==> src/common/harness_defs.svh <==
// DMI widths are fixed by the debug spec; changing them breaks the dm_pkg word layout
`ifndef HARNESS_DEFS_SVH
`define HARNESS_DEFS_SVH

// DMI word format
`define DMI_ADDR_W 7
`define DMI_DATA_W 32

// Halt requests held back this many cycles after power-on reset
`define DMI_DEL_CYCLES 500
// Must be 2 or more
`define RST_SYNC_STAGES 2

// data1..data3 follow data0 in the register map
`define ADDR_DATA0     7'h04
`define ADDR_DMCONTROL 7'h10

// dmcontrol bit positions
`define BIT_DMACTIVE 0
`define BIT_NDMRESET 1
`define BIT_HALTREQ  31

`endif
==> src/common/harness_pkg.sv <==
// Harness-level types; transport select is a static level, not switched mid-transfer
package harness_pkg;

  // ----------------------------------------
  // Transport select
  // ----------------------------------------
  typedef enum logic {
    SRC_DTM  = 1'b0,
    SRC_JTAG = 1'b1
  } dmi_src_e;

  // ----------------------------------------
  // DMI handshake FSM
  // ----------------------------------------
  // IDLE waits for a request, RESP holds the response
  typedef enum logic {
    IDLE = 1'b0,
    RESP = 1'b1
  } dmi_state_e;

endpackage

==> src/common/dm_pkg.sv <==
// DMI request and response words; only NOP, READ and WRITE ops are meaningful
`include "harness_defs.svh"

package dm_pkg;

  // ----------------------------------------
  // Operation and response codes
  // ----------------------------------------
  typedef enum logic [1:0] {
    DTM_NOP   = 2'h0,
    DTM_READ  = 2'h1,
    DTM_WRITE = 2'h2,
    DTM_RSVD  = 2'h3
  } dtm_op_e;

  // Code 1 is unused by this target
  typedef enum logic [1:0] {
    DMI_OK     = 2'h0,
    DMI_FAILED = 2'h2
  } dmi_resp_code_e;

  // ----------------------------------------
  // Transfer words
  // ----------------------------------------
  typedef struct packed {
    logic [`DMI_ADDR_W-1:0] addr;
    dtm_op_e                op;
    logic [`DMI_DATA_W-1:0] data;
  } dmi_req_t;

  typedef struct packed {
    logic [`DMI_DATA_W-1:0] data;
    dmi_resp_code_e         resp;
  } dmi_resp_t;

endpackage

==> src/hw/dbg_harness_top.sv <==
// Single hart only; src_sel_i must stay stable while a DMI transfer is in flight
`timescale 1ns/1ps

module dbg_harness_top (
  input  logic                  clk_i,
  input  logic                  rst_ni,
  input  harness_pkg::dmi_src_e src_sel_i,
  // JTAG transport
  input  logic                  jtag_req_valid_i,
  input  dm_pkg::dmi_req_t      jtag_req_i,
  output logic                  jtag_req_ready_o,
  output logic                  jtag_resp_valid_o,
  output dm_pkg::dmi_resp_t     jtag_resp_o,
  input  logic                  jtag_resp_ready_i,
  // DTM transport
  input  logic                  dtm_req_valid_i,
  input  dm_pkg::dmi_req_t      dtm_req_i,
  output logic                  dtm_req_ready_o,
  output logic                  dtm_resp_valid_o,
  output dm_pkg::dmi_resp_t     dtm_resp_o,
  input  logic                  dtm_resp_ready_i,
  // Core side
  output logic                  debug_req_o,
  output logic                  sys_rst_no
);

  logic              tgt_req_valid;
  dm_pkg::dmi_req_t  tgt_req;
  logic              tgt_req_ready;
  logic              tgt_resp_valid;
  logic              tgt_resp_ready;
  dm_pkg::dmi_resp_t tgt_resp;
  dm_pkg::dmi_resp_t resp_next;
  logic              exec;
  logic              dmactive;
  logic              ndmreset;
  logic              haltreq;

  // Response word is shared, only valid is steered
  assign jtag_resp_o = tgt_resp;
  assign dtm_resp_o  = tgt_resp;

  // ----------------------------------------
  // Transport select
  // ----------------------------------------
  dmi_port_mux i_dmi_port_mux (
    .src_sel_i         ( src_sel_i         ),
    .jtag_req_valid_i  ( jtag_req_valid_i  ),
    .jtag_req_i        ( jtag_req_i        ),
    .jtag_resp_ready_i ( jtag_resp_ready_i ),
    .dtm_req_valid_i   ( dtm_req_valid_i   ),
    .dtm_req_i         ( dtm_req_i         ),
    .dtm_resp_ready_i  ( dtm_resp_ready_i  ),
    .tgt_req_ready_i   ( tgt_req_ready     ),
    .tgt_resp_valid_i  ( tgt_resp_valid    ),
    .jtag_req_ready_o  ( jtag_req_ready_o  ),
    .jtag_resp_valid_o ( jtag_resp_valid_o ),
    .dtm_req_ready_o   ( dtm_req_ready_o   ),
    .dtm_resp_valid_o  ( dtm_resp_valid_o  ),
    .tgt_req_valid_o   ( tgt_req_valid     ),
    .tgt_req_o         ( tgt_req           ),
    .tgt_resp_ready_o  ( tgt_resp_ready    )
  );

  // ----------------------------------------
  // DMI target
  // ----------------------------------------
  dmi_ctrl_fsm i_dmi_ctrl_fsm (
    .clk_i        ( clk_i          ),
    .rst_ni       ( rst_ni         ),
    .req_valid_i  ( tgt_req_valid  ),
    .resp_ready_i ( tgt_resp_ready ),
    .resp_next_i  ( resp_next      ),
    .req_ready_o  ( tgt_req_ready  ),
    .exec_o       ( exec           ),
    .resp_valid_o ( tgt_resp_valid ),
    .resp_o       ( tgt_resp       )
  );

  dm_regs i_dm_regs (
    .clk_i       ( clk_i     ),
    .rst_ni      ( rst_ni    ),
    .exec_i      ( exec      ),
    .req_i       ( tgt_req   ),
    .resp_next_o ( resp_next ),
    .dmactive_o  ( dmactive  ),
    .ndmreset_o  ( ndmreset  ),
    .haltreq_o   ( haltreq   )
  );

  // ----------------------------------------
  // Reset and halt request
  // ----------------------------------------
  debug_req_gate i_debug_req_gate (
    .clk_i       ( clk_i       ),
    .rst_ni      ( rst_ni      ),
    .haltreq_i   ( haltreq     ),
    .dmactive_i  ( dmactive    ),
    .debug_req_o ( debug_req_o )
  );

  rst_sync i_rst_sync (
    .clk_i      ( clk_i      ),
    .rst_ni     ( rst_ni     ),
    .ndmreset_i ( ndmreset   ),
    .sys_rst_no ( sys_rst_no )
  );

endmodule

==> src/dmi_target/dm_regs.sv <==
// Only dmcontrol and data0..data3 are mapped; data registers hold no reset value
`timescale 1ns/1ps

`include "harness_defs.svh"

module dm_regs (
  input  logic              clk_i,
  input  logic              rst_ni,
  input  logic              exec_i,
  input  dm_pkg::dmi_req_t  req_i,
  output dm_pkg::dmi_resp_t resp_next_o,
  output logic              dmactive_o,
  output logic              ndmreset_o,
  output logic              haltreq_o
);

  logic                   dmactive_q;
  logic                   ndmreset_q;
  logic                   haltreq_q;
  logic [`DMI_DATA_W-1:0] data_q [4];
  logic [`DMI_DATA_W-1:0] dmcontrol;
  logic [`DMI_DATA_W-1:0] rdata;
  logic                   hit_dmcontrol;
  logic                   hit_data;
  logic [1:0]             data_idx;
  logic                   wr_en;

  // ----------------------------------------
  // Address decode
  // ----------------------------------------
  assign hit_dmcontrol = (req_i.addr == `ADDR_DMCONTROL);
  assign hit_data      = (req_i.addr >= `ADDR_DATA0) && (req_i.addr <= `ADDR_DATA0 + 7'd3);
  assign data_idx      = 2'(req_i.addr - `ADDR_DATA0);
  assign wr_en         = exec_i && (req_i.op == dm_pkg::DTM_WRITE);

  always_comb begin
    dmcontrol                = '0;
    dmcontrol[`BIT_DMACTIVE] = dmactive_q;
    dmcontrol[`BIT_NDMRESET] = ndmreset_q;
    dmcontrol[`BIT_HALTREQ]  = haltreq_q;
  end

  always_comb begin
    rdata = '0;
    if (hit_dmcontrol) begin
      rdata = dmcontrol;
    end else if (hit_data) begin
      rdata = data_q[data_idx];
    end
  end

  // ----------------------------------------
  // Response for the current request
  // ----------------------------------------
  always_comb begin
    resp_next_o.data = '0;
    resp_next_o.resp = dm_pkg::DMI_OK;
    case (req_i.op)
      dm_pkg::DTM_NOP:   resp_next_o.data = '0;
      dm_pkg::DTM_READ:  resp_next_o.data = rdata;
      dm_pkg::DTM_WRITE: resp_next_o.data = '0;
      default:           resp_next_o.resp = dm_pkg::DMI_FAILED;
    endcase
  end

  // ----------------------------------------
  // Register updates
  // ----------------------------------------
  // Debug module state survives its own ndmreset
  always_ff @(posedge clk_i or negedge rst_ni) begin
    if (!rst_ni) begin
      dmactive_q <= 1'b0;
      ndmreset_q <= 1'b0;
      haltreq_q  <= 1'b0;
    end else if (wr_en && hit_dmcontrol) begin
      dmactive_q <= req_i.data[`BIT_DMACTIVE];
      ndmreset_q <= req_i.data[`BIT_NDMRESET];
      haltreq_q  <= req_i.data[`BIT_HALTREQ];
    end
  end

  always_ff @(posedge clk_i) begin
    if (wr_en && hit_data) begin
      data_q[data_idx] <= req_i.data;
    end
  end

  assign dmactive_o = dmactive_q;
  assign ndmreset_o = ndmreset_q;
  assign haltreq_o  = haltreq_q;

endmodule

==> src/dmi_target/dmi_ctrl_fsm.sv <==
// One outstanding request; response valid comes exactly one cycle after acceptance
`timescale 1ns/1ps

module dmi_ctrl_fsm (
  input  logic              clk_i,
  input  logic              rst_ni,
  input  logic              req_valid_i,
  input  logic              resp_ready_i,
  input  dm_pkg::dmi_resp_t resp_next_i,
  output logic              req_ready_o,
  output logic              exec_o,
  output logic              resp_valid_o,
  output dm_pkg::dmi_resp_t resp_o
);

  harness_pkg::dmi_state_e state_d;
  harness_pkg::dmi_state_e state_q;
  dm_pkg::dmi_resp_t       resp_q;

  assign req_ready_o  = (state_q == harness_pkg::IDLE);
  assign resp_valid_o = (state_q == harness_pkg::RESP);
  assign resp_o       = resp_q;

  // Accept strobe doubles as the register block's execute
  assign exec_o = req_ready_o & req_valid_i;

  always_comb begin
    state_d = state_q;
    case (state_q)
      harness_pkg::IDLE: begin
        if (exec_o) begin
          state_d = harness_pkg::RESP;
        end
      end
      harness_pkg::RESP: begin
        // Hold until the requester takes it
        if (resp_ready_i) begin
          state_d = harness_pkg::IDLE;
        end
      end
      default: state_d = harness_pkg::IDLE;
    endcase
  end

  always_ff @(posedge clk_i or negedge rst_ni) begin
    if (!rst_ni) begin
      state_q <= harness_pkg::IDLE;
    end else begin
      state_q <= state_d;
    end
  end

  // Captured once per request, stable under back-pressure
  always_ff @(posedge clk_i) begin
    if (exec_o) begin
      resp_q <= resp_next_i;
    end
  end

endmodule

==> src/hw/debug_req_gate.sv <==
// Window restarts only on power-on reset; ndmreset does not reopen it
`timescale 1ns/1ps

`include "harness_defs.svh"

module debug_req_gate (
  input  logic clk_i,
  input  logic rst_ni,
  input  logic haltreq_i,
  input  logic dmactive_i,
  output logic debug_req_o
);

  localparam int unsigned CntW = $clog2(`DMI_DEL_CYCLES + 1);

  logic [CntW-1:0] del_cnt_q;
  logic            window_open;

  // Boot code gets this window before any halt
  always_ff @(posedge clk_i or negedge rst_ni) begin
    if (!rst_ni) begin
      del_cnt_q <= CntW'(`DMI_DEL_CYCLES);
    end else if (del_cnt_q != '0) begin
      del_cnt_q <= del_cnt_q - 1'b1;
    end
  end

  assign window_open = (del_cnt_q == '0);

  assign debug_req_o = window_open & haltreq_i & dmactive_i;

endmodule

==> src/hw/rst_sync.sv <==
// Assertion is asynchronous from either source; release is synchronous, needs 2+ stages
`timescale 1ns/1ps

`include "harness_defs.svh"

module rst_sync (
  input  logic clk_i,
  input  logic rst_ni,
  input  logic ndmreset_i,
  output logic sys_rst_no
);

  logic                        rst_comb_n;
  logic [`RST_SYNC_STAGES-1:0] sync_q;

  // Power-on reset or debugger-driven reset
  assign rst_comb_n = rst_ni & ~ndmreset_i;

  always_ff @(posedge clk_i or negedge rst_comb_n) begin
    if (!rst_comb_n) begin
      sync_q <= '0;
    end else begin
      sync_q <= {sync_q[`RST_SYNC_STAGES-2:0], 1'b1};
    end
  end

  assign sys_rst_no = sync_q[`RST_SYNC_STAGES-1];

endmodule

==> src/hw/dmi_port_mux.sv <==
// Purely combinational; the unselected transport sees ready but never a response valid
`timescale 1ns/1ps

module dmi_port_mux (
  input  harness_pkg::dmi_src_e src_sel_i,
  input  logic                  jtag_req_valid_i,
  input  dm_pkg::dmi_req_t      jtag_req_i,
  input  logic                  jtag_resp_ready_i,
  input  logic                  dtm_req_valid_i,
  input  dm_pkg::dmi_req_t      dtm_req_i,
  input  logic                  dtm_resp_ready_i,
  input  logic                  tgt_req_ready_i,
  input  logic                  tgt_resp_valid_i,
  output logic                  jtag_req_ready_o,
  output logic                  jtag_resp_valid_o,
  output logic                  dtm_req_ready_o,
  output logic                  dtm_resp_valid_o,
  output logic                  tgt_req_valid_o,
  output dm_pkg::dmi_req_t      tgt_req_o,
  output logic                  tgt_resp_ready_o
);

  logic jtag_sel;

  assign jtag_sel = (src_sel_i == harness_pkg::SRC_JTAG);

  // Request side from the owner only
  assign tgt_req_valid_o  = jtag_sel ? jtag_req_valid_i  : dtm_req_valid_i;
  assign tgt_req_o        = jtag_sel ? jtag_req_i        : dtm_req_i;
  assign tgt_resp_ready_o = jtag_sel ? jtag_resp_ready_i : dtm_resp_ready_i;

  // Ready goes to both sides
  assign jtag_req_ready_o = tgt_req_ready_i;
  assign dtm_req_ready_o  = tgt_req_ready_i;

  assign jtag_resp_valid_o = jtag_sel ? tgt_resp_valid_i : 1'b0;
  assign dtm_resp_valid_o  = jtag_sel ? 1'b0 : tgt_resp_valid_i;

endmodule

==> config.mk <==
export PLATFORM = sky130hd
export DESIGN_NAME = dbg_harness_top
export DESIGN_NICKNAME = d
export VERILOG_FILES = /design/src/common/harness_pkg.sv /design/src/common/dm_pkg.sv /design/src/hw/dbg_harness_top.sv /design/src/dmi_target/dm_regs.sv /design/src/dmi_target/dmi_ctrl_fsm.sv /design/src/hw/debug_req_gate.sv /design/src/hw/rst_sync.sv /design/src/hw/dmi_port_mux.sv
export VERILOG_INCLUDE_DIRS = /design/src /design/src/common
export SDC_FILE = /design/constraint.sdc
export NUM_CORES = 1
export LEC_CHECK = 0
export BUFFER_PORTS_ARGS = -buffer_cell sky130_fd_sc_hd__buf_2
export CAP_MARGIN = 10
export CORE_ASPECT_RATIO = 0.5
export CORE_UTILIZATION = 47
export DETAILED_ROUTE_END_ITERATION = 10
export GPL_TIMING_DRIVEN = 0
export MAX_ROUTING_LAYER = met4
export PLACE_DENSITY = 0.74
export SYNTH_ARGS = -nofsm -noshare
export SYNTH_HDL_FRONTEND = slang
export SYNTH_HIERARCHICAL = 1
export SYNTH_SLANG_ARGS = --single-unit
==> constraint.sdc <==
create_clock -name clk_i -period 1.7 [get_ports clk_i]
set_input_delay 0.17 -clock clk_i [delete_from_list [all_inputs] [get_ports clk_i]]
set_output_delay 0.17 -clock clk_i [all_outputs]
set_load 0.05 [all_outputs]
Word level (Yosys, flattened, before mapping)

Memory sizes are Yosys's and may differ from the RTL's.
Cells that the tools add are included.
Widths: inputs -> output; s select.

Bits in registers: 49
Latch bits: 0
RAM bits: 128
Memory bits (read-only): 0
Logic and storage cells: 47
Memories kept: 1

Add/sub/neg operators: 2
$mul: 0
Divide/modulo/power cells: 0
Magnitude comparators: 2
Eq/ne operators: 3
Shifts and indexed selects: 0
Muxes and demuxes: 13
Bitwise logic cells: 8
Reductions and logical operators: 9

Memory list:

| name             | words | width | read ports | clocked after memory_dff | wr ports | line          | source |
|---|---|---|---|---|---|---|---|
| i_dm_regs.data_q | 4     | 32    | 1          | 0                        | 1        | dm_regs.sv:20 | `` logic [`DMI_DATA_W-1:0] data_q [4]; `` |

Operators with widths:

| operator            | number |
|---|---|
| $mux 32             | 2 |
| $mux 41             | 1 |
| $logic_not 9->1     | 1 |
| $reduce_bool 9->1   | 1 |
| $sub 9x1->9 const B | 1 |
| $mux 1              | 8 |
| $eq 7x5->1 const B  | 1 |
| $ge 7x3->1 const B  | 1 |
| $le 7x3->1 const B  | 1 |
| $reduce_or 3->1     | 2 |
| $and 1x1->1         | 4 |
| $logic_and 1x1->1   | 4 |
| $not 1->1           | 4 |
| $eq 2x1->1 const B  | 1 |
| $eq 2x2->1 const B  | 1 |
| $logic_not 2->1     | 1 |
| $mux 2              | 1 |
| $pmux 1 s2          | 1 |
| $sub 2x1->2 const B | 1 |

Longest topological paths before layout

Depth after elaboration: 6
Mapped depth: 8
Mapped depth without buffers: 5

Cells and area by module

Netlist, hierarchy kept.

Modules (own cells, without submodules):

| module          | instances | cells each | area an instance (sq um) | seq. area each (sq um) |
|---|---|---|---|---|
| dm_regs         | 1         | 228        | 5,091.1                  | 3,918.8 |
| dmi_ctrl_fsm    | 1         | 38         | 1,066.0                  | 1,046.0 |
| dmi_port_mux    | 1         | 52         | 740.7                    | 0.0 |
| debug_req_gate  | 1         | 44         | 464.2                    | 232.7 |
| dbg_harness_top | 1         | 34         | 255.2                    | 0.0 |
| rst_sync        | 1         | 4          | 67.6                     | 50.0 |

Worst setup path before layout

No wires, ideal clock.

Kind: input port to flip-flop
Start point: in src_sel_i
End point: mem i_dm_regs/data_q[2][0] in the netlist's numbering, enable pin
Library setup time: 0.461 ns
Arrival: 4.141 ns
Required time: 1.239 ns
Slack: -2.902 ns
Cell stages on the path: 6
Cells stage by stage: buf_6 -> mux2_2 -> nor2b_2 -> and3b_1 -> nand3_1 -> nor3_1

Longest elaborated chain between the ends: 6
Elaborated cells between the ends (all ways): 12
Those cells by class: add/sub (1); order compare (2); eq/ne (1); mux (4); bitwise (1); reduce/logical (3)

Ends and longest elaborated chain:

| element                      | line                  | source |
|---|---|---|
| start, declared              | dbg_harness_top.sv:7  | `input harness_pkg::dmi_src_e src_sel_i,` |
| $mux 1                       | dmi_port_mux.sv:28    | `assign tgt_req_valid_o = jtag_sel ? jtag_req_valid_i : dtm_req_valid_i;` |
| named net tgt_req_valid      | dbg_harness_top.sv:27 | `logic tgt_req_valid;` |
| $and 1x1->1                  | dmi_ctrl_fsm.sv:25    | `assign exec_o = req_ready_o & req_valid_i;` |
| named net exec               | dbg_harness_top.sv:34 | `logic exec;` |
| $logic_and 1x1->1            | dm_regs.sv:34         | `assign wr_en = exec_i && (req_i.op == dm_pkg::DTM_WRITE);` |
| $logic_and 1x1->1            | dm_regs.sv:83         | `if (wr_en && hit_data) begin` |
| $mux 1                       | dm_regs.sv:83         |  |
| $mux 1 (implied by the code) | dm_regs.sv:84         | `data_q[data_idx] <= req_i.data;` |
| end, declared                | dm_regs.sv:20         |  |

The timed path passes the listed nets, and every way through them passes these cells.

Worst setup path after layout

Start point: reg i_debug_req_gate.del_cnt_q[0]
End point: out debug_req_o

Longest elaborated chain between the ends: 3

Ends and longest elaborated chain:

| element                   | line                  | source |
|---|---|---|
| start, declared           | debug_req_gate.sv:16  | `logic [CntW-1:0] del_cnt_q;` |
| start signal, assigned    | debug_req_gate.sv:22  | `` del_cnt_q <= CntW'(`DMI_DEL_CYCLES); `` |
| start signal, assigned    | debug_req_gate.sv:24  | `del_cnt_q <= del_cnt_q - 1'b1;` |
| $logic_not 9->1           | debug_req_gate.sv:28  | `assign window_open = (del_cnt_q == '0);` |
| $and 1x1->1 (2 in series) | debug_req_gate.sv:30  | `assign debug_req_o = window_open & haltreq_i & dmactive_i;` |
| end, declared             | dbg_harness_top.sv:23 | `output logic debug_req_o,` |

No other way between the ends.

==> out/results.ini <==
[pwr]
power_w = 0.0103
p_seq_frac = 0.481
power_frac_comb = 0.159
p_leak_nw = 4.12
power.internal_w = 0.00765
p_clk_frac = 0.360
ir_drop_mv = 0.756
switching_power_w = 0.00263
power_density_nw_per_um2 = 1010
switching_share = 0.256

[hold_path]
hp-class = in -> reg

[yosys]
syn_nets = 490
syn_avg_cell_area_um2 = 19.2
synth.yosys.warnings = 6
synth.largest_area_cell = edfxtp_1
syn-cell-area_um2 = 7680
synth.area.top_cells = edfxtp_1, mux4_2, mux2_4
synth-seq-area-share = 0.683
synth_cell_types = 44
yosysTopAreaCellShare = 0.633
netlist_instances = 400
ys_ff_latch = 177
synth_edf_count = 162
synth_flop_cell = edfxtp_1
synth-async-reset-ratio = 0.0847

[flow_run]
max-cap-violations = 0

[sta]
timing.final.crit_period_ns = 1.86
worstMarginPinSlew_ns = 0.702
setup_violations = 118
slew_violations = 0
finalClockSkew_ns = 0.0105
max_freq_mhz = 537
grt_setup_unrepaired = true
setup_ws_ns = -0.163
whs_ns = 0.0574
layout_worst_path_cycle_share = 1.10
slew_headroom = 0.531
finalHoldViolations = 0

[setup_path]
critPathBufInv = 2
cp-end-kind = output pin
crit_top_cell = and3_4
path_cells = inv_2 -> ha_4 -> nor2b_4 -> and3_4 -> and3_4 -> buf_8
cp-start-kind = flop
crit_type = reg -> out
crit_fanout = 2
arrival_ns = 1.69
r2r_setup_slack_ns = -0.16
cp_slowest_stage_delay_ns = 0.39
cp_slowest_cell = dfrtp_1
worst_path_dominant_cell_family = simple AND/OR/NAND/NOR gates
cp.required_ns = 1.53

[clock_network]
numCtsBuffers = 17
tritoncts = yes
clk_pin_slew_worst_paths_ns = 0.06
cts_htree_levels = 4
clock_path_buffers = 2
clock-sinks = 177
insertion_delay_ns = 0.42
cts_root_buffer = clkbuf_16

[layout]
fillers = 1055
fin_cells = 863
antenna_cells = 0
final_layout_size_suffix_gt1_frac = 0.615
syn2layout_area_growth_pct = 32.8
nets = 720
utilization = 0.650

[floorplanning]
start_util = 0.490
die_h_um = 92.4
dieArea_um2 = 16900
io_pins = 163
num_rows = 32
design.core.area_um2 = 15700
die_x_um = 183

[placed_design]
port_buffers = 161
hpwl_um = 9430
dpl.cell_count = 790
gp_congestion = 0.767

[drt]
drt_first_iter_violations = 263
dr.pass1.iters = 4
post-route-drc-count = 0
vias_per_cell = 4.96
wl_per_cell_um = 18.1
totalWireLength_um = 15600
drtAntennaViolNets = 0
via_count = 4277

[global_routing]
track_usage = 0.199
globalRouteOverflowTotal = 0
grt_pass1_vias = 4336
grt_max_degree = 19
grt_pass1_wl_um = 23800
antenna_found_initial = 0

[outcome]
outcome = complete, but fails checks
violations = setup timing

==> flip-flops by register name, summed over array words and instances (netlist names) <==
signal / count
i_dmi_ctrl_fsm/resp_o: 34
i_dm_regs/ndmreset_o: 1
i_dmi_ctrl_fsm/resp_valid_o: 1
i_dm_regs/haltreq_o: 1
i_debug_req_gate/del_cnt_q: 9
i_dm_regs/data_q: 128
i_rst_sync/sync_q: 2
i_dm_regs/dmactive_o: 1
==> synthesized netlist by cell type (3+ instances only) <==
| master | count |
|---|---|
| mux2_4 | 38 |
| nor2b_1 | 5 |
| nor2_1 | 5 |
| buf_2 | 5 |
| mux4_2 | 27 |
| edfxtp_1 | 162 |
| and2_1 | 31 |
| buf_6 | 5 |
| mux2_2 | 10 |
| and3_1 | 4 |
| mux4_1 | 5 |
| nor3_1 | 5 |
| a32o_1 | 3 |
| a21oi_1 | 4 |
| dfstp_2 | 6 |
| inv_1 | 7 |
| dfrtp_1 | 9 |
| buf_12 | 3 |
| buf_4 | 37 |
==> final cells by class <==
| class | count | area, µm² | share of cell area |
|---|---|---|---|
| Multi-Input combinational cell | 163 | 2070 | 0.202 |
| Buffer | 53 | 497 | 0.0487 |
| Timing Repair Buffer | 210 | 1540 | 0.151 |
| Clock buffer | 21 | 440 | 0.0431 |
| Clock inverter | 10 | 111 | 0.0109 |
| Tap cell | 221 | 277 | 0.0271 |
| Sequential cell | 177 | 5250 | 0.514 |
| Inverter | 8 | 30.0 | 0.00294 |
==> tightest hold or removal path, stage by stage <==
cell and delay (ns):
buf_2 0.07, mux2_2 0.13, o21bai_1 0.05
==> cells in the final DEF, fill, tap and decap left out, types with 2 or more instances in the layout <==
master / synthesis / final
a32o_1: 3 / 3
mux2_2: 10 / 9
nor2_1: 5 / 5
nor3_4: 0 / 5
clkinv_1: 0 / 2
conb_1: 2 / 2
and2_1: 31 / 31
mux4_2: 27 / 32
clkinv_2: 0 / 2
nand2b_1: 2 / 2
clkinv_4: 0 / 2
inv_2: 1 / 3
dfstp_2: 6 / 6
a21oi_1: 4 / 4
buf_6: 5 / 12
clkbuf_16: 0 / 18
dfrtp_2: 0 / 2
buf_2: 5 / 163
buf_12: 3 / 19
inv_1: 7 / 5
and3_4: 0 / 2
buf_16: 0 / 7
mux2_4: 38 / 39
edfxtp_1: 162 / 162
nor2b_1: 5 / 4
buf_8: 1 / 4
clkbuf_1: 2 / 4
nor2b_4: 1 / 4
buf_4: 37 / 54
bufinv_16: 0 / 2
dfrtp_1: 9 / 7
clkbuf_2: 0 / 2
==> what timing repair did <==
action | CTS | global route
setup endpoints to repair | 187 | 158
resized for setup | 44 | 7
endpoints found under the hold margin | 15 | 0
buffers inserted | 34 | 7
pin swaps | 8 | 5
hold buffers | 1 | 0
gates cloned | 6 | 1
==> metrics by stage <==
stage	TNS, ns	cell area (µm²)	setup WS (ns)
final	-8.22	10200	-0.163
after floorplan	-147.24	7780	-1.16
after global placement	-297.58	8870	-2.20
after global routing	-14.97	10200	-0.237
after CTS	-11.65	10200	-0.157
after detailed placement	-213.63	9040	-1.56
==> metal layers <==
layer,up-vias,GRT usage,wire length (µm)
li1,1971,-,-
met1,2164,0.246,6650
met2,125,0.333,7990
met3,17,0.0468,752
met4,0,0.0528,194
met5,-,-,0
==> cell families after synthesis <==
family                     Yosys count  share of synthesized area
DFF                                177                      0.683
muxes                               81                      0.186
and+or+nand+nor                     64                     0.0534
buffers and inverters               61                     0.0614
AOI/OAI and AO/OA                   13                     0.0122
other                                2                   0.000977
adders and majority gates            1                    0.00163
xor gates and xnor gates             1                    0.00114
==> final timing paths <==
| kind | from | to | cells past startpoint |
|---|---|---|---|
| worst min register to register | i_dm_regs/ndmreset_o | i_rst_sync/sync_q[1] | 1 |
| min in group asynchronous | rst_ni | i_debug_req_gate/del_cnt_q[3] | 2 |
| worst max-delay path | i_debug_req_gate/del_cnt_q[0] | debug_req_o | 6 |
| worst min-delay path | dtm_resp_ready_i | i_dmi_ctrl_fsm/resp_valid_o | 3 |
| max in group asynchronous | rst_ni | i_rst_sync/sync_q[0] | 3 |
| worst max register to register | i_dmi_ctrl_fsm/resp_valid_o | i_dm_regs/data_q[2][26] | 7 |
==> power by group through the flow <==
stage / clock (W) / sequential, W / combinational [W]
after floorplan: 0 / 0.00530 / 0.000933
after global placement: 0 / 0.00503 / 0.00156
after detailed placement: 0 / 0.00503 / 0.00158
after CTS: 0.00374 / 0.00494 / 0.00163
after global routing: 0.00395 / 0.00495 / 0.00171
final: 0.00370 / 0.00494 / 0.00164
Note: power is estimated with default switching activity, not from simulation.
